<file path="src/rtl/hdc_cfg.svh">
`ifndef HDC_CFG_SVH
`define HDC_CFG_SVH

// hypervector width in bits
`define HDC_DIM 64

// item memory depth and matching address width
`define HDC_ITEMS 64
`define HDC_ADDR_W 6

// bundle counter width, also used for the store count
`define HDC_CNT_W 8

`endif
</file>
<file path="src/rtl/hdc_isa_pkg.sv">
`include "hdc_cfg.svh"

package hdc_isa_pkg;

    // core opcodes, top nibble of every instruction
    typedef enum logic [3:0] {
        NOP     = 4'd0,
        LOAD    = 4'd1,
        LRSHIFT = 4'd2,
        LLSHIFT = 4'd3,
        LXOR    = 4'd4,
        RSHIFT  = 4'd5,
        LSHIFT  = 4'd6,
        XOR     = 4'd7,
        STORE   = 4'd8,
        LAST    = 4'd9,
        MOVE    = 4'd10,
        SIGN    = 4'd11,
        WBITEM  = 4'd12
    } opcode_e;

    // 16-bit instruction word
    typedef struct packed {
        opcode_e                      opcode;
        logic [11-`HDC_ADDR_W:0]      rsvd;
        logic [`HDC_ADDR_W-1:0]       addr;
    } instr_t;

endpackage

</file>
<file path="src/rtl/hdc_exec_if.sv">
`timescale 1ns/1ps
`include "hdc_cfg.svh"

// control path from the register block
interface hdc_ctrl_if;
    logic                         run;
    logic                         instr_valid;
    hdc_isa_pkg::instr_t          instr;
    logic                         item_we;
    logic [`HDC_ADDR_W-1:0]       item_addr;
    logic [`HDC_DIM-1:0]          item_data;
    logic                         clear;

    modport regs (output run, instr_valid, instr, item_we, item_addr, item_data, clear);
    modport core (input run, instr_valid, instr, item_we, item_addr, item_data);
    modport bundler (input clear);
endinterface

// vector results between core, bundler and register block
interface hdc_vec_if;
    logic                         store_valid;
    logic [`HDC_DIM-1:0]          store_vec;
    logic                         last;
    logic [`HDC_DIM-1:0]          sign_vec;
    logic                         done;

    modport core (output store_valid, store_vec, last, input sign_vec);
    modport bundler (input store_valid, store_vec, last, output sign_vec, done);
    modport regs (input store_valid, store_vec, sign_vec, done);
endinterface

</file>
<file path="src/rtl/hdc_bundler.sv">
`timescale 1ns/1ps
`include "hdc_cfg.svh"

module hdc_bundler (
    input  logic                     clk,
    input  logic                     reset,
    hdc_ctrl_if.bundler              ctrl,
    hdc_vec_if.bundler               vec,
    output logic [`HDC_CNT_W-1:0]    count
);

    logic [`HDC_CNT_W-1:0]    bit_cnt [`HDC_DIM];
    logic [`HDC_CNT_W-1:0]    store_cnt;
    logic                     done_q;
    logic                     take;

    // frozen once last has been seen
    assign take = vec.store_valid & ~done_q;

    always_ff @(posedge clk) begin
        if (reset || ctrl.clear) begin
            store_cnt <= '0;
            done_q    <= 1'b0;
            for (int i = 0; i < `HDC_DIM; i++) begin
                bit_cnt[i] <= '0;
            end
        end else if (vec.last) begin
            done_q <= 1'b1;
        end else if (take) begin
            if (store_cnt != '1) begin
                store_cnt <= store_cnt + 1'b1;
            end
            for (int i = 0; i < `HDC_DIM; i++) begin
                // saturate instead of wrapping
                if (vec.store_vec[i] && bit_cnt[i] != '1) begin
                    bit_cnt[i] <= bit_cnt[i] + 1'b1;
                end
            end
        end
    end

    // majority vote, a tie gives zero
    always_comb begin
        for (int i = 0; i < `HDC_DIM; i++) begin
            vec.sign_vec[i] = {bit_cnt[i], 1'b0} > {1'b0, store_cnt};
        end
    end

    assign vec.done = done_q;
    assign count    = store_cnt;

endmodule

</file>
<file path="src/flat_wrapper.sv">
// flat-port wrapper written by rule: the top's interface ports become plain ports
module hdc_bundler_flat 
  (clk, reset, count, ctrl_clear, vec_store_valid, vec_store_vec, vec_last, vec_sign_vec, vec_done);
  hdc_ctrl_if ctrl_i ();
  hdc_vec_if vec_i ();
  input  logic clk;
  input  logic reset;
  output logic [`HDC_CNT_W-1:0] count;
  input wire logic [$bits(ctrl_i.clear)-1:0] ctrl_clear;
  input wire logic [$bits(vec_i.store_valid)-1:0] vec_store_valid;
  input wire logic [$bits(vec_i.store_vec)-1:0] vec_store_vec;
  input wire logic [$bits(vec_i.last)-1:0] vec_last;
  output wire logic [$bits(vec_i.sign_vec)-1:0] vec_sign_vec;
  output wire logic [$bits(vec_i.done)-1:0] vec_done;
  assign ctrl_i.clear = ctrl_clear;
  assign vec_i.store_valid = vec_store_valid;
  assign vec_i.store_vec = vec_store_vec;
  assign vec_i.last = vec_last;
  assign vec_sign_vec = vec_i.sign_vec;
  assign vec_done = vec_i.done;
  hdc_bundler u_core (.clk(clk), .reset(reset), .ctrl(ctrl_i), .vec(vec_i), .count(count));
endmodule
</file>
<file path="config.mk">
export PLATFORM = sky130hd
export DESIGN_NAME = hdc_bundler_flat
export DESIGN_NICKNAME = d
export VERILOG_FILES = /design/src/rtl/hdc_isa_pkg.sv /design/src/rtl/hdc_exec_if.sv /design/src/rtl/hdc_bundler.sv /design/src/flat_wrapper.sv
export VERILOG_INCLUDE_DIRS = /design/src /design/src/rtl
export SDC_FILE = /design/constraint.sdc
export NUM_CORES = 1
export LEC_CHECK = 0
export ABC_AREA = 1
export CAP_MARGIN = 10
export CORE_AREA = 2 2 295 297
export CTS_BUF_LIST = sky130_fd_sc_hd__clkbuf_8
export DETAILED_ROUTE_END_ITERATION = 8
export DIE_AREA = 0 0 297 299
export DONT_BUFFER_PORTS = 1
export SLEW_MARGIN = 20
export SYNTH_ARGS = -nofsm -noshare
export SYNTH_HDL_FRONTEND = slang
export SYNTH_SLANG_ARGS = --single-unit
</file>
<file path="constraint.sdc">
create_clock -name clk -period 3.4 [get_ports clk]
set_input_delay 0.51 -clock clk [delete_from_list [all_inputs] [get_ports clk]]
set_output_delay 0.51 -clock clk [all_outputs]
set_load 0.02 [all_outputs]
</file>
== Word-level counts from Yosys, hierarchy flattened ==
Memory sizes are Yosys's and may differ from the RTL's.
Index checks and enable logic that the tools add are counted.
Word-level totals
  output and inout port bits: 73
  register bits: 9
  bits of input ports: 69
  memory bits (writable): 512
  memories: 1
  word-level logic and storage cells: 716
Operators by class
  reductions and logical operators: 66
  muxes and demuxes: 386
  $add $sub $neg: 65
  order comparisons: 64
  bitwise logic cells: 67
  equality and inequality tests: 65
Memories
  u_core.bit_cnt: words 64, width 8, read ports 64, clocked after memory_dff 0, write ports 64, RTL line hdc_bundler.sv:12  | logic [`HDC_CNT_W-1:0] bit_cnt [`HDC_DIM];
Operators by type and width (number)
  $gt A9 B8 Y1: 64
  $add A8 B1 Y8 const B: 65
  $ne A8 B8 Y1 const B: 65
  $mux W8: 64
  $mux W1: 322
  $logic_and A1 B1 Y1: 64
  $or A1 B1 Y1: 64
  $reduce_and A3 Y1: 1
  $not A1 Y1: 2
  $and A1 B1 Y1: 1
  $logic_or A1 B1 Y1: 1

== Depth between registers and ports, before layout ==
Gate-level depths: netlist (run 1).
  word-level depth: 8
  gate-level depth with buffers: 10
  gate-level depth less buffers: 10

== Least setup slack after synthesis (run 1) ==
Ideal clock, no wire load.
  path type: register -> output
  start point: reg u_core.store_cnt[6], in the netlist u_core.count[6]
  end point: out vec_sign_vec[14]
  setup slack: 0.283 ns
  data arrival time: 2.607 ns
  cell stages (with the launch flop): 7
  path buffers: 0
  path through: dfxtp_1 > inv_1 > ha_1 > nand2_1 > nor3_1 > nor3b_1 > a21oi_1
Between the ends
  cells in the longest elaborated chain, start to end: 1
RTL lines
  from (decl): RTL line hdc_bundler.sv:13  | logic [`HDC_CNT_W-1:0] store_cnt;
  from (signal assigned): RTL line hdc_bundler.sv:31  | store_cnt <= store_cnt + 1'b1;
  $gt A9 B8 Y1: RTL line hdc_bundler.sv:45  | vec.sign_vec[i] = {bit_cnt[i], 1'b0} > {1'b0, store_cnt};
  to (decl): RTL line flat_wrapper.sv:13  | output wire logic [$bits(vec_i.sign_vec)-1:0] vec_sign_vec;
No other way between the ends.

== Worst setup path in the final report (run 1) ==
  start point: reg u_core.store_cnt[5], in the netlist u_core.count[5]
  end point: out vec_sign_vec[44]
Same word-level chain as after synthesis.

==> flow_metrics.tcl, run 1 <==
set metrics [dict create \
    avgRoutedWirePerCell_um 15.5 \
    fin_crit_ps 3220 \
    synth.mux.area_fraction_pct 0 \
    grt_overflow 0 \
    worst-r2r-cell-count 6 \
    cp_common_cell "a21oi_1" \
    cp.required_ps 2890 \
    finalWorstSetupSlack_ps 176 \
    placed_area_um2 39500 \
    grt_use_total_pct 19.9 \
    clkTransAtPathRegs_ps 60 \
    cp_cell_sequence "inv_4 -> buf_12 -> ha_1 -> a21oi_1 -> o21a_1 -> a21oi_1 -> buf_4" \
    routed-via-count 29149 \
    finalHoldViolations 0 \
    syn_nets 4886 \
    setup.worst_path.class "flop to output pin" \
    cts_made_buffers 101 \
    dp_hpwl_um 60300 \
    placed_cells 5498 \
    synth_cell_types 35 \
    hold_path.class "primary input to flop" \
    ir_worst_vdd_v 0.000278 \
    insertion_delay_ps 710 \
    rows 108 \
    crit_family "buffers and inverters" \
    cp_max_fo 26 \
    synth_top_cell_area_share_pct 41.1 \
    port_buffers 0 \
    r2r_end "u_core.bit_cnt[0][338]$_SDFFCE_PP0P_" \
    coreArea_um2 85900 \
    wl_um 88400 \
    detail-route-antenna-nets 0 \
    root_buffer "clkbuf_8" \
    cp-endpoint "vec_sign_vec[44]" \
    cts_tree "yes" \
    cp.arrival_ps 2710 \
    final_cell_mix "nor2_1, nand2_1, ha_1" \
    min-delay-start "vec_store_vec[13]" \
    grt_pass1_vias 27886 \
    final_common_cell "nor2_1" \
    synth-seq-area-share_pct 41.6 \
    drv_cap 0 \
    worst_pin_slew_ps 687 \
    syn_area_um2 37400 \
    slowest_delay_ps 370 \
    end_kind "output pin" \
    initial_core_util_pct 43.5 \
    drc 0 \
    dp_slack_ps 730 \
    pin_count 142 \
    powerDensity_nw_per_um2 394 \
    synth_top_cell_by_area "edfxtp_1" \
    cp-start-kind "flop" \
    finalCritPeriodShare_pct 94.8 \
    final.setup.tns_ps 0 \
    reg2reg_slack_ps 1020 \
    yosys.area_share.simple_pct 23.2 \
    grt_start_max_net_pins 86 \
    dr.max_layer_used "met5" \
    status "completed" \
    wl_met1_um 41900 \
    crit_path_start "u_core.count[5]$_SDFFE_PP0P_" \
    final-setup-viol-count 0 \
    r2r_start "u_core.vec.done$_SDFFE_PP0P_" \
    ys_ff_latch 521 \
    fin_cells 5688 \
    die_h_um 299 \
    design_area_um2 41400 \
    die_w_um 297 \
    synth_xor_area_share_pct 5.04 \
    grt_pass1_wl_um 144000 \
    gp_congestion 0.815 \
    grt_setup_unrepaired "no" \
    dieArea_um2 88800 \
    antenna_found_initial 3 \
    synth-compound-area-share_pct 7.48 \
    drive_above_1_share_pct 6.00 \
    first_pass_iters 5 \
    yosys_warnings 0 \
    cts_buffer_depth 3 \
    synth_top_family_by_area "simple AND/OR/NAND/NOR gates" \
    relSlewSlack_pct 54.2 \
    slew_viol_final 0 \
    cp.depth 7 \
    slowest_stage "inv_4" \
    syn2layout_area_growth_pct 10.6 \
    first_iter_violations 1593 \
    synth_fa_ha_area_share_pct 17.2 \
    fin_skew_ps 33.5 \
    synth_cells 4304 \
    htreeDepth 3 \
    crit_buf_inv 3 \
    synthTopCellsByArea "edfxtp_1, ha_1, nor2_1" \
    p_leak_nw 17.8 \
    syn_avg_cell_area_um2 8.69 \
    wl_met3_um 4390 \
    fmax_mhz 310 \
    nNetsFinal 5029 \
    wl_met2_um 40000 \
    viasPerCell 5.12 \
    cts.sinks 521 \
]
==> power breakdown <==
part           switching, W  leakage, nW  internal [W]  total (W)
clock               0.00285         1.07       0.00308    0.00593
sequential         0.000429         5.81       0.00749    0.00791
combinational       0.00150         10.9      0.000941    0.00244
total               0.00478         17.8        0.0115     0.0163
==> routing by layer <==
layer | track usage [%] | up-vias
li1 | - | 15068
met5 | 0 | -
met1 | 26.9 | 13431
met4 | 6.10 | 2
met3 | 3.36 | 127
met2 | 32.7 | 521
==> Yosys cell counts (all sizes together) <==
cell	n
nor3b	20
inv	468
or2	3
dfxtp	9
nand4	64
clkinv	1
nor3	135
a21oi	319
ha	513
o21bai	1
o21ai	133
nor2	750
o21a	62
nor4	18
nand3	317
o211ai	1
clkbuf	17
xor2	128
xnor2	87
edfxtp	512
a21o	1
buf	36
a31oi	6
nand2	703
==> layout make-up <==
cell class,count,area (um^2)
clock inverter,82,420
clock buffer,105,1450
sequential,521,15600
antenna,2,5.00
multi-input combinational,3261,19800
inverter,469,1800
tap,1155,1450
fill,8302,44600
timing repair buffer,93,901
==> cell families (layout without fill, tap and decap cells) <==
logic type               count (synthesis)  after routing
AND/OR/NAND/NOR                       2010           2010
AO/OA/AOI/OAI                          523            523
buffers and inverters                  522            749
flip-flops                             521            521
adder cells (fa/ha/maj)                513            513
XOR/XNOR                               215            215
other                                    0              2
==> flip-flops by register name (all words and copies together) (netlist names) <==
name	flops
u_core.bit_cnt	512
u_core.count	8
u_core.vec.done	1
==> worst min path at each step <==
stage / to / cells after the start
final: u_core.bit_cnt[0][110]$_SDFFCE_PN0P_ / 2
after global routing: u_core.bit_cnt[0][10]$_SDFFCE_PN0P_ / 2
after CTS: u_core.bit_cnt[0][9]$_SDFFCE_PN0P_ / 2
after detailed placement: u_core.bit_cnt[0][316]$_SDFFCE_PP0P_ / 1
after global placement: u_core.bit_cnt[0][340]$_SDFFCE_PP0P_ / 1
after floorplan: u_core.bit_cnt[0][276]$_SDFFCE_PP0P_ / 1
==> through the flow <==
stage | power, W | utilization [%] | hold WS (ps)
floorplan | 0.00977 | - | 562
global placement | 0.0104 | 45.9 | 594
detailed placement | 0.0105 | 45.9 | 600
CTS | 0.0165 | 48.1 | 62.7
global route | 0.0172 | 48.1 | 94.0
finish | 0.0163 | 48.1 | 137
==> repair_timing <==
action,CTS,global route
gates resized for setup,1,6
hold buffers,1,0
hold endpoints to repair,2,0
setup buffers,0,0
setup endpoints to repair,15,13
(Power assumes the default switching activity.)
==> inputs of run 2 (changes only) <==
- CTS_CLUSTER_DIAMETER: default -> 150
- clock period: 3.4 -> 3.9 ns (I/O delays scaled with it)
==> flow_metrics.tcl, run 2 (same netlist as run 1, synthesis figures left out) <==
set metrics [dict create \
    status "completed" \
    r2r_end "u_core.bit_cnt[0][357]$_SDFFCE_PP0P_" \
    setup.worst_path.class "flop to output pin" \
    antenna_found_initial 4 \
    cts_made_buffers 102 \
    first_iter_violations 1431 \
    cts.sinks 521 \
    grt_use_total_pct 19.7 \
    post_cts_buffers 0 \
    cp_max_fo 27 \
    gp_congestion 0.795 \
    fmax_mhz 274 \
    clkTransAtPathRegs_ps 60 \
    detail-route-antenna-nets 0 \
    viasPerCell 5.12 \
    slew_viol_final 0 \
    die_h_um 299 \
    insertion_delay_ps 700 \
    finalCritPeriodShare_pct 93.4 \
    final_cell_mix "nor2_1, nand2_1, ha_1" \
    fin_skew_ps 34.5 \
    grt_overflow 0 \
    largest_register "u_core.bit_cnt" \
    final-setup-viol-count 0 \
    largest_reg_flops 512 \
    pin_count 142 \
    min-delay-start "vec_last" \
    grt_pass1_wl_um 143000 \
    relSlewSlack_pct 42.9 \
    design_area_um2 40900 \
    drive_above_1_share_pct 5.10 \
    r2r_start "u_core.vec.done$_SDFFE_PP0P_" \
    drc 0 \
    initial_core_util_pct 43.5 \
    slowest_stage "a21oi_1" \
    avgRoutedWirePerCell_um 15.6 \
    port_buffers 0 \
    holdPathStages 3 \
    routed-via-count 28916 \
    cp.arrival_ps 3060 \
    wl_um 87900 \
    powerDensity_nw_per_um2 341 \
    final.setup.tns_ps 0 \
    first_pass_iters 7 \
    rows 108 \
    fin_crit_ps 3640 \
    power_w 0.0140 \
    die_w_um 297 \
    nNetsFinal 4988 \
    cp.required_ps 3310 \
    reg2reg_slack_ps 1700 \
    dieArea_um2 88800 \
    ir_worst_vdd_v 0.000215 \
    grt_pass1_vias 27743 \
    cts_buffer_depth 3 \
    drv_cap 0 \
    placed_area_um2 39100 \
    worst-r2r-cell-count 6 \
    dp_hpwl_um 59700 \
    grt_setup_unrepaired "no" \
    fill_cells 8424 \
    cp-start-kind "flop" \
    hold_path.class "primary input to flop" \
    grt_start_max_net_pins 98 \
    end_kind "output pin" \
    syn2layout_area_growth_pct 9.48 \
    slowest_delay_ps 460 \
    final_common_cell "nor2_1" \
    root_buffer "clkbuf_8" \
    min_to "u_core.count[5]$_SDFFE_PP0P_" \
    p_leak_nw 17.6 \
    cts_tree "yes" \
    coreArea_um2 85900 \
    finalHoldViolations 0 \
    worst_pin_slew_ps 856 \
    htreeDepth 3 \
    cp_cell_sequence "inv_4 -> buf_4 -> ha_1 -> nand2_1 -> inv_1 -> nand4_1 -> nor3_1 -> a21oi_1" \
]
==> run 2: cell count changes in the layout (fill, tap and decap cells not counted), moves of 4 or more <==
cell / delta
buf_4: -38
inv_1: +7
inv_4: +5
inv_6: -5
buf_12: -4
==> run 2: worst max-delay path: cells and delay by family, from the launching register on <==
kind | cells | cell delay [ps]
buf+inv | 3 | 920
compound gates | 1 | 460
fa+ha+maj | 1 | 300
simple gates | 3 | 180
flops | 1 | 430
==> run 2: metrics by stage <==
step / hold slack, ps / instances / setup slack, ps / utilization [%]
after floorplan: 562 / 4304 / 708 / -
after global placement: 594 / 5456 / 926 / 45.5
after detailed placement: 602 / 5456 / 895 / 45.5
after CTS: 22.6 / 5645 / 94.0 / 47.6
after global routing: 105 / 5647 / 23.4 / 47.6
final: 101 / 5648 / 256 / 47.6
==> run 2: repair_timing <==
action | 4_1_cts | 5_1_grt
hold buffers | 1 | 0
endpoints found under the setup margin | 0 | 4
gates resized for setup | 0 | 4
hold endpoints to repair | 1 | 0
==> run 2: how the worst max path moves through the flow <==
stage / end / from / slack, ps / cells after the start
finish: vec_sign_vec[41] / u_core.count[3]$_SDFFE_PP0P_ / 260 / 8
global route: vec_sign_vec[21] / u_core.count[5]$_SDFFE_PP0P_ / 20 / 7
CTS: vec_sign_vec[41] / u_core.count[3]$_SDFFE_PP0P_ / 90 / 8
detailed placement: vec_sign_vec[57] / u_core.count[2]$_SDFFE_PP0P_ / 900 / 9
global placement: vec_sign_vec[57] / u_core.count[2]$_SDFFE_PP0P_ / 930 / 9
floorplan: vec_sign_vec[14] / u_core.count[6]$_SDFFE_PP0P_ / 710 / 6
==> run 2: report_power, final <==
group          internal, W  switching, W  total [W]
Sequential         0.00653      0.000374    0.00690
Clock              0.00254       0.00248    0.00502
Combinational     0.000751       0.00130    0.00205
Total              0.00982       0.00415     0.0140
==> run 2: final cells by class <==
type / instances / area [um^2] / share of cell area (%)
Sequential cell: 521 / 15600 / 38.0
Clock inverter: 80 / 325 / 0.795
Multi-Input combinational cell: 3261 / 19800 / 48.3
Timing Repair Buffer: 51 / 536 / 1.31
Antenna cell: 3 / 7.51 / 0.0183
Tap cell: 1155 / 1450 / 3.53
Clock buffer: 108 / 1490 / 3.63
Inverter: 469 / 1790 / 4.36
==> run 2: routing by layer <==
layer / global-route usage [%] / routed length (um) / vias up / share of wire (%)
met5: 0 / 27 / - / 0.031
met2: 32.6 / 39800 / 454 / 45
li1: - / - / 14974 / -
met3: 4.18 / 4550 / 108 / 5.2
met4: 4.89 / 1570 / 4 / 1.8
met1: 26.4 / 41900 / 13376 / 48
