<file path="src/rtl/hdc_cfg.svh">
`ifndef HDC_CFG_SVH
`define HDC_CFG_SVH

// hypervector width in bits
`define HDC_DIM 64

// item memory depth and matching address width
`define HDC_ITEMS 64
`define HDC_ADDR_W 6

// bundle counter width, also used for the store count
`define HDC_CNT_W 8

`endif
</file>
<file path="src/rtl/hdc_bus_pkg.sv">
package hdc_bus_pkg;

    // APB byte offsets
    typedef enum logic [7:0] {
        CTRL      = 8'h00,
        STATUS    = 8'h04,
        INSTR     = 8'h08,
        ITEM_ADDR = 8'h0C,
        ITEM_LO   = 8'h10,
        ITEM_HI   = 8'h14,
        RESULT_LO = 8'h18,
        RESULT_HI = 8'h1C,
        SIGN_LO   = 8'h20,
        SIGN_HI   = 8'h24
    } reg_addr_e;

    // CTRL fields
    parameter int CTRL_RUN_BIT   = 0;
    parameter int CTRL_CLEAR_BIT = 1;

    // STATUS fields
    parameter int STATUS_DONE_BIT  = 0;
    parameter int STATUS_COUNT_LSB = 8;
    parameter int STATUS_COUNT_MSB = 15;

endpackage

</file>
<file path="src/rtl/hdc_isa_pkg.sv">
`include "hdc_cfg.svh"

package hdc_isa_pkg;

    // core opcodes, top nibble of every instruction
    typedef enum logic [3:0] {
        NOP     = 4'd0,
        LOAD    = 4'd1,
        LRSHIFT = 4'd2,
        LLSHIFT = 4'd3,
        LXOR    = 4'd4,
        RSHIFT  = 4'd5,
        LSHIFT  = 4'd6,
        XOR     = 4'd7,
        STORE   = 4'd8,
        LAST    = 4'd9,
        MOVE    = 4'd10,
        SIGN    = 4'd11,
        WBITEM  = 4'd12
    } opcode_e;

    // 16-bit instruction word
    typedef struct packed {
        opcode_e                      opcode;
        logic [11-`HDC_ADDR_W:0]      rsvd;
        logic [`HDC_ADDR_W-1:0]       addr;
    } instr_t;

endpackage

</file>
<file path="src/rtl/hdc_exec_if.sv">
`timescale 1ns/1ps
`include "hdc_cfg.svh"

// control path from the register block
interface hdc_ctrl_if;
    logic                         run;
    logic                         instr_valid;
    hdc_isa_pkg::instr_t          instr;
    logic                         item_we;
    logic [`HDC_ADDR_W-1:0]       item_addr;
    logic [`HDC_DIM-1:0]          item_data;
    logic                         clear;

    modport regs (output run, instr_valid, instr, item_we, item_addr, item_data, clear);
    modport core (input run, instr_valid, instr, item_we, item_addr, item_data);
    modport bundler (input clear);
endinterface

// vector results between core, bundler and register block
interface hdc_vec_if;
    logic                         store_valid;
    logic [`HDC_DIM-1:0]          store_vec;
    logic                         last;
    logic [`HDC_DIM-1:0]          sign_vec;
    logic                         done;

    modport core (output store_valid, store_vec, last, input sign_vec);
    modport bundler (input store_valid, store_vec, last, output sign_vec, done);
    modport regs (input store_valid, store_vec, sign_vec, done);
endinterface

</file>
<file path="src/rtl/hdc_regs.sv">
`timescale 1ns/1ps
`include "hdc_cfg.svh"

module hdc_regs (
    input  logic                     clk,
    input  logic                     reset,
    input  logic [7:0]               paddr,
    input  logic                     psel,
    input  logic                     penable,
    input  logic                     pwrite,
    input  logic [31:0]              pwdata,
    output logic [31:0]              prdata,
    output logic                     pready,
    output logic                     pslverr,
    input  logic [`HDC_CNT_W-1:0]    count,
    hdc_ctrl_if.regs                 ctrl,
    hdc_vec_if.regs                  vec
);

    logic                        access;
    logic                        addr_ok;
    logic                        wr_en;

    logic                        run_q;
    logic                        clear_q;
    logic                        instr_valid_q;
    logic                        item_we_q;
    hdc_isa_pkg::instr_t         instr_q;
    logic [`HDC_ADDR_W-1:0]      item_addr_q;
    logic [31:0]                 item_lo_q;
    logic [31:0]                 item_hi_q;
    logic [`HDC_DIM-1:0]         result_q;
    logic [31:0]                 status;

    // no wait states
    assign pready = 1'b1;

    assign access  = psel & penable;
    assign wr_en   = access & pwrite & addr_ok;
    assign pslverr = access & ~addr_ok;

    always_comb begin
        status = '0;
        status[hdc_bus_pkg::STATUS_DONE_BIT] = vec.done;
        status[hdc_bus_pkg::STATUS_COUNT_MSB:hdc_bus_pkg::STATUS_COUNT_LSB] = count;
    end

    // address decode and read mux
    always_comb begin
        addr_ok = 1'b1;
        prdata  = '0;
        case (paddr)
            hdc_bus_pkg::CTRL:      prdata[hdc_bus_pkg::CTRL_RUN_BIT] = run_q;
            hdc_bus_pkg::STATUS:    prdata = status;
            hdc_bus_pkg::INSTR:     prdata = 32'(instr_q);
            hdc_bus_pkg::ITEM_ADDR: prdata = 32'(item_addr_q);
            hdc_bus_pkg::ITEM_LO:   prdata = item_lo_q;
            hdc_bus_pkg::ITEM_HI:   prdata = item_hi_q;
            hdc_bus_pkg::RESULT_LO: prdata = result_q[31:0];
            hdc_bus_pkg::RESULT_HI: prdata = result_q[`HDC_DIM-1:32];
            hdc_bus_pkg::SIGN_LO:   prdata = vec.sign_vec[31:0];
            hdc_bus_pkg::SIGN_HI:   prdata = vec.sign_vec[`HDC_DIM-1:32];
            default:                addr_ok = 1'b0;
        endcase
    end

    // control bits and one-cycle strobes
    always_ff @(posedge clk) begin
        if (reset) begin
            run_q         <= 1'b0;
            clear_q       <= 1'b0;
            instr_valid_q <= 1'b0;
            item_we_q     <= 1'b0;
            instr_q       <= '0;
            result_q      <= '0;
        end else begin
            clear_q       <= 1'b0;
            instr_valid_q <= 1'b0;
            item_we_q     <= 1'b0;
            if (vec.store_valid) begin
                result_q <= vec.store_vec;
            end
            if (wr_en) begin
                case (paddr)
                    hdc_bus_pkg::CTRL: begin
                        run_q   <= pwdata[hdc_bus_pkg::CTRL_RUN_BIT];
                        clear_q <= pwdata[hdc_bus_pkg::CTRL_CLEAR_BIT];
                    end
                    hdc_bus_pkg::INSTR: begin
                        instr_q       <= hdc_isa_pkg::instr_t'(pwdata[15:0]);
                        instr_valid_q <= 1'b1;
                    end
                    hdc_bus_pkg::ITEM_ADDR: begin
                        item_we_q <= 1'b1;
                    end
                    default: ;
                endcase
            end
        end
    end

    // item staging
    always_ff @(posedge clk) begin
        if (wr_en) begin
            case (paddr)
                hdc_bus_pkg::ITEM_ADDR: item_addr_q <= pwdata[`HDC_ADDR_W-1:0];
                hdc_bus_pkg::ITEM_LO:   item_lo_q   <= pwdata;
                hdc_bus_pkg::ITEM_HI:   item_hi_q   <= pwdata;
                default: ;
            endcase
        end
    end

    assign ctrl.run         = run_q;
    assign ctrl.clear       = clear_q;
    assign ctrl.instr_valid = instr_valid_q;
    assign ctrl.instr       = instr_q;
    assign ctrl.item_we     = item_we_q;
    assign ctrl.item_addr   = item_addr_q;
    assign ctrl.item_data   = {item_hi_q, item_lo_q};

endmodule

</file>
<file path="src/flat_wrapper.sv">
// flat-port wrapper written by rule: the top's interface ports become plain ports
module hdc_regs_flat 
  (clk, reset, paddr, psel, penable, pwrite, pwdata, prdata, pready, pslverr, count, ctrl_run, ctrl_instr_valid, ctrl_instr, ctrl_item_we, ctrl_item_addr, ctrl_item_data, ctrl_clear, vec_store_valid, vec_store_vec, vec_sign_vec, vec_done);
  hdc_ctrl_if ctrl_i ();
  hdc_vec_if vec_i ();
  input  logic clk;
  input  logic reset;
  input  logic [7:0] paddr;
  input  logic psel;
  input  logic penable;
  input  logic pwrite;
  input  logic [31:0] pwdata;
  output logic [31:0] prdata;
  output logic pready;
  output logic pslverr;
  input  logic [`HDC_CNT_W-1:0] count;
  output wire logic [$bits(ctrl_i.run)-1:0] ctrl_run;
  output wire logic [$bits(ctrl_i.instr_valid)-1:0] ctrl_instr_valid;
  output wire logic [$bits(ctrl_i.instr)-1:0] ctrl_instr;
  output wire logic [$bits(ctrl_i.item_we)-1:0] ctrl_item_we;
  output wire logic [$bits(ctrl_i.item_addr)-1:0] ctrl_item_addr;
  output wire logic [$bits(ctrl_i.item_data)-1:0] ctrl_item_data;
  output wire logic [$bits(ctrl_i.clear)-1:0] ctrl_clear;
  input wire logic [$bits(vec_i.store_valid)-1:0] vec_store_valid;
  input wire logic [$bits(vec_i.store_vec)-1:0] vec_store_vec;
  input wire logic [$bits(vec_i.sign_vec)-1:0] vec_sign_vec;
  input wire logic [$bits(vec_i.done)-1:0] vec_done;
  assign ctrl_run = ctrl_i.run;
  assign ctrl_instr_valid = ctrl_i.instr_valid;
  assign ctrl_instr = ctrl_i.instr;
  assign ctrl_item_we = ctrl_i.item_we;
  assign ctrl_item_addr = ctrl_i.item_addr;
  assign ctrl_item_data = ctrl_i.item_data;
  assign ctrl_clear = ctrl_i.clear;
  assign vec_i.store_valid = vec_store_valid;
  assign vec_i.store_vec = vec_store_vec;
  assign vec_i.sign_vec = vec_sign_vec;
  assign vec_i.done = vec_done;
  hdc_regs u_core (.clk(clk), .reset(reset), .paddr(paddr), .psel(psel), .penable(penable), .pwrite(pwrite), .pwdata(pwdata), .prdata(prdata), .pready(pready), .pslverr(pslverr), .count(count), .ctrl(ctrl_i), .vec(vec_i));
endmodule
</file>
<file path="config.mk">
export PLATFORM = sky130hd
export DESIGN_NAME = hdc_regs_flat
export DESIGN_NICKNAME = d
export VERILOG_FILES = /design/src/rtl/hdc_bus_pkg.sv /design/src/rtl/hdc_isa_pkg.sv /design/src/rtl/hdc_exec_if.sv /design/src/rtl/hdc_regs.sv /design/src/flat_wrapper.sv
export VERILOG_INCLUDE_DIRS = /design/src /design/src/rtl
export SDC_FILE = /design/constraint.sdc
export NUM_CORES = 1
export LEC_CHECK = 0
export BUFFER_PORTS_ARGS = -buffer_cell sky130_fd_sc_hd__buf_2
export CAP_MARGIN = 20
export CORE_ASPECT_RATIO = 1.25
export CORE_MARGIN = 1.5
export CORE_UTILIZATION = 46
export CTS_BUF_LIST = sky130_fd_sc_hd__clkbuf_4 sky130_fd_sc_hd__clkbuf_8
export CTS_CLUSTER_SIZE = 10
export DETAILED_ROUTE_END_ITERATION = 10
export GPL_TIMING_DRIVEN = 1
export PLACE_DENSITY_LB_ADDON = 0.25
export SLEW_MARGIN = 25
export SYNTH_ARGS = -nofsm -noshare
export SYNTH_HDL_FRONTEND = slang
export SYNTH_SLANG_ARGS = --single-unit
</file>
<file path="constraint.sdc">
create_clock -name clk -period 3.5 [get_ports clk]
set_clock_uncertainty 0.2 [all_clocks]
set_input_delay 0.175 -clock clk [delete_from_list [all_inputs] [get_ports clk]]
set_output_delay 0.175 -clock clk [all_outputs]
set_load 0.005 [all_outputs]
</file>
======== Word level (Yosys, flattened, before mapping) ========
Cells that the tools add are included.
word-level totals
  output and inout bits ................... 124
  bits of input ports ..................... 183
  flip-flop bits (word level) ............. 154
cells by class
  equal/unequal tests ..................... 9
  bitwise gates (word level) .............. 7
  reductions and logical operators ........ 9
  muxes and demuxes ....................... 5
operators with widths
  operator                                       count
  case mux 31 bit (9 select lines)               1
  == test 8 x 5 -> 1 bit, second input constant  4
  == test 8 x 4 -> 1 bit, second input constant  2
  == test 8 x 6 -> 1 bit, second input constant  2
  case mux 1 bit (10 select lines)               1
  AND reduction 2 bit                            5
  OR reduction 10 bit                            1
  == test 8 x 3 -> 1 bit, second input constant  1
  logical NOT 8 bit                              1
  AND 1 bit                                      4
  two-way mux 1 bit                              3
  NOT 1 bit                                      3
  OR reduction 3 bit                             1
  OR reduction 2 bit                             1

======== Longest topological paths before layout ========
  depth after elaboration ................. 6
  depth in mapped cells ................... 7

======== Least setup slack after synthesis ========
OpenSTA, ideal clock, no wires.
  kind .................................... input to register
  from .................................... input port paddr[3]
  to ...................................... register u_core.item_lo_q[0], enable pin
  library setup time ...................... 0.421 ns
  cell stages on the path ................. 4
  data required time ...................... 2.879 ns
  path buffers ............................ 2
  setup slack ............................. 0.495 ns
  arrival time ............................ 2.384 ns
  cells stage by stage .................... buf_2 -> or4_1 -> clkbuf_1 -> nor2_1
between the ends
  word-level cells in the longest chain between the ends .. 5
  elaborated cells on any way between the ends .. 14
RTL lines
  item                                            RTL line           source
  from (decl)                                     flat_wrapper.sv:8  input logic [7:0] paddr;
  == test 8 x 3 -> 1 bit (tied with other cells)  hdc_regs.sv:52     case (paddr)
  OR reduction 10 bit (no source line)            -
  two-way mux 1 bit                               hdc_regs.sv:52
  AND 1 bit                                       hdc_regs.sv:39     assign wr_en = access & pwrite & addr_ok;
  AND reduction 2 bit (no source line) (*)        -
  to (signal assigned)                            hdc_regs.sv:107    hdc_bus_pkg::ITEM_LO: item_lo_q <= pwdata;
  to (decl)                                       hdc_regs.sv:30     logic [31:0] item_lo_q;
Mark *: on every way between the ends. The rest lies on a longest branch, timed or not.
A chain may end at the register's enable or synchronous reset.

======== Final worst setup path ========
  from .................................... input port paddr[4]
  to ...................................... output port prdata[22]
between the ends
  word-level cells in the longest chain between the ends .. 2
  elaborated cells on any way between the ends .. 10
RTL lines
  item                                            RTL line            source
  == test 8 x 6 -> 1 bit (tied with other cells)  hdc_regs.sv:52
  case mux 31 bit (9 select lines) (*)            hdc_regs.sv:52
  to (decl)                                       flat_wrapper.sv:13  output logic [31:0] prdata;
Marked as above.

==> impl_results.rst <==
.. list-table::
   :header-rows: 1

   * - Metric
     - Value
   * - Result of the run
     - finished, final reports clean
   * - Peak supply drop
     - 0.289 mV
   * - Topmost layer with routed signal wires
     - met4
   * - Most numerous cell in the Yosys netlist
     - mux2i_1
   * - R2R setup slack
     - 2520 ps
   * - Routed length on met2
     - 12.4 mm
   * - Period minus WS final
     - 3220 ps
   * - Routed vias
     - 6713
   * - Die area
     - 16000 µm²
   * - Arrival time reported for the critical path endpoint
     - 2840 ps
   * - Starting DRC count in detailed routing
     - 493
   * - Number of cell rows
     - 50
   * - Clock insertion delay at the later pin of the skew report
     - 460 ps
   * - Met3 wire length
     - 1.85 mm
   * - Number of flip-flops and latches in the synthesized netlist
     - 154
   * - Number of global-route vias before repair
     - 6557
   * - Beginning of the worst hold path
     - penable
   * - Number of cells traversed by the worst register-to-register path
     - 3
   * - Synth top area share
     - 30.0%
   * - Detail-routed via count per cell
     - 5.64
   * - RSZ-0062 raised after global routing
     - false
   * - Distinct cell type count of the synthesized netlist
     - 54
   * - Hold Path Depth
     - 4
   * - R2r startpoint
     - u_core.ctrl.run
   * - Total grt overflow
     - 0
   * - Area Growth Syn to Fin
     - 43.6%
   * - Maximum number of pins on one net before global-route repair
     - 86
   * - Portion of the post-synthesis area used by sequential elements
     - 54.0%
   * - Worst slack, placed
     - 688 ps
   * - Num CTS Buffers
     - 17
   * - Filler Cells Inserted
     - 1171
   * - WHS Endpoint
     - u_core.ctrl.clear
   * - Worst setup path start
     - paddr[4]
   * - Final Setup Violations
     - 0
   * - First-pass GRT wire length
     - 35.7 mm
   * - Antenna violations before repair
     - 1
   * - Cell type contributing the most total cell area after synthesis
     - edfxtp_1
   * - Terminus of the critical flop-to-flop path
     - u_core.ctrl.run
   * - Overall routing resource usage
     - 29.9%
   * - Initial core utilization
     - 46.9%
   * - Worst-case clock buffer depth
     - 2
   * - Net count after synthesis
     - 783
   * - Worst Hold Slack
     - 86.9 ps
   * - Warnings, synthesis
     - 0
   * - Worst Setup Start Kind
     - input port
   * - Core utilization of the finished layout
     - 67.3%
   * - Main flop type after synthesis
     - dfxtp_1
   * - Measured slew at the worst slew-check pin
     - 986 ps
   * - Die Span X
     - 113 µm
   * - Standby leakage power
     - 4.41 nW
   * - Last weighted congestion value of the routability-driven placer
     - 0.820
   * - Average cell area after synthesis
     - 11.7 µm²
   * - F_max
     - 311 MHz
   * - Post-route cell area
     - 10100 µm²
   * - Most common library cells after synthesis
     - mux2i_1 (105), nor2_1 (91), dfxtp_1 (84), edfxtp_1 (70), a22oi_1 (38)
   * - Die span in y
     - 141 µm
   * - Number of instances in the synthesized netlist
     - 600
   * - Relative max-transition margin
     - 34.3%
   * - Clk slew on worst S/H paths
     - 80 ps
   * - Average detailed-routed wire length per instance
     - 20.7 µm
   * - Nets@finish
     - 1174
   * - Share of flip-flops with an asynchronous set or reset after synthesis
     - 0%
   * - Biggest area contributors in the synthesized netlist
     - edfxtp_1 (30%), dfxtp_1 (24%), mux2i_1 (15%)
   * - Number of search-and-repair iterations in the first detailed-routing pass
     - 6
   * - Final period utilization
     - 92.0%
   * - Number of top-level design ports
     - 307
   * - Clock sink count
     - 154
   * - Setup TNS
     - 0 ps
   * - Max-slew violation count
     - 0
   * - Setup Crit Path Kind
     - in2out
   * - Post-cts gate resize count
     - 0
   * - TritonCTS clock tree
     - yes
   * - Required time worst endpoint
     - 3120 ps
   * - Share of final-layout standard cells stronger than drive strength 1
     - 38.4%
   * - Clk root buf
     - clkbuf_8
   * - Pwr Density
     - 374 nW/µm²
   * - Final routed DRC violation total
     - 0
   * - Placed Instance Area
     - 8660 µm²
   * - Number of levels in the clock H-tree
     - 4
   * - Setup WS post-layout
     - 281 ps
   * - Max_cap viols
     - 0
   * - PnR Total Power
     - 3.76 mW
   * - Critical path capture point type
     - output port
   * - Final Instance Count excl. Fillers
     - 1190
   * - Post-route ant nets
     - 0
   * - Area of the core
     - 15000 µm²
   * - Total placed cells including tap cells
     - 1055
   * - DRT met1 WL
     - 9.75 mm
   * - Max FO, Critical Path
     - 14
   * - Number of enable flip-flop cells after synthesis
     - 70
   * - Total standard cell area after synthesis
     - 7010 µm²
   * - Total wirelength of the detailed-routed design
     - 24.7 mm
   * - Count of buffers inserted at the top-level ports
     - 305
   * - Placed wire-length estimate after detailed placement
     - 16.5 mm
   * - Path type of the worst min-delay path
     - in2reg
   * - Final hold vios
     - 0
power breakdown:
part / internal [mW] / switching, mW
clock network: 0.652 / 0.702
registers: 1.92 / 0.0240
logic: 0.248 / 0.216
total: 2.82 / 0.942
cell type report:
type	count	area, µm²	share of cell area, %
inverters	2	7.51	0.0746
flip-flops and latches	154	3780	37.6
repair buffers	421	2650	26.4
clock inverters	14	144	1.43
multi-input cells	395	2980	29.7
diodes	4	10.0	0.0995
well taps	182	228	2.26
clock buffers	18	248	2.46
kinds of logic after synthesis:
logic type,count (synthesis),synth area share (%)
compound gates,119,12.5
buf+inv,51,3.70
other cells,1,0.0535
mux,125,19.0
simple gates,150,10.7
flops,154,54.0
critical path, cell delays in order:
cell and delay (ps):
dlygate4sd3_1 540, buf_2 230, or4b_1 720, nor2_2 630, a222oi_1 230, o21ai_0 160, buf_2 150
worst max path at each step:
stage / end / slack [ps] / cells past startpoint
6_report: prdata[22] / 280 / 7
3_3_place_gp: prdata[8] / 760 / 6
4_1_cts: prdata[14] / 320 / 7
5_1_grt: prdata[22] / 170 / 7
3_5_place_dp: prdata[11] / 690 / 6
2_1_floorplan: u_core.item_lo_q[0] / 490 / 4
layer usage:
metal,global-route usage (%),up-vias
met2,51.2,366
met3,8.08,49
met5,0,-
li1,-,3072
met4,12.0,0
met1,35.5,3226
layout by cell type, fill, tap and decap left out, drive strengths merged, types with 3 or more instances in the layout:
cell type    count
or4b             3
edfxtp          70
o2bb2ai          3
diode            4
o22a             7
nor3             8
o221ai           3
a221oi           3
nand3            7
mux4             5
nand2           13
a311o            3
a22oi           38
nor2            92
clkinv           5
inv              5
dfxtp           84
nor4             4
and3             3
clkbuf          18
mux2i          105
mux2            15
o22ai            7
a32oi            3
clkinvlp         4
a21oi            7
nor2b            5
a22o             5
dlygate4sd3     99
nor4b            6
o21ai           23
buf            322
a222oi          10
state kept, by name, summed over array words and instances, names as in the netlist:
name                     cells
u_core.ctrl.item_addr        6
u_core.ctrl.instr_valid      1
u_core.ctrl.run              1
u_core.item_lo_q            32
u_core.item_hi_q            32
u_core.ctrl.instr           16
u_core.result_q             64
u_core.ctrl.clear            1
u_core.ctrl.item_we          1
timing repair:
item,4_1_cts,5_1_grt
hold endpoints to repair,154,0
setup buffers,0,0
hold buffers,99,0
Power figures use the tool's default switching activity.
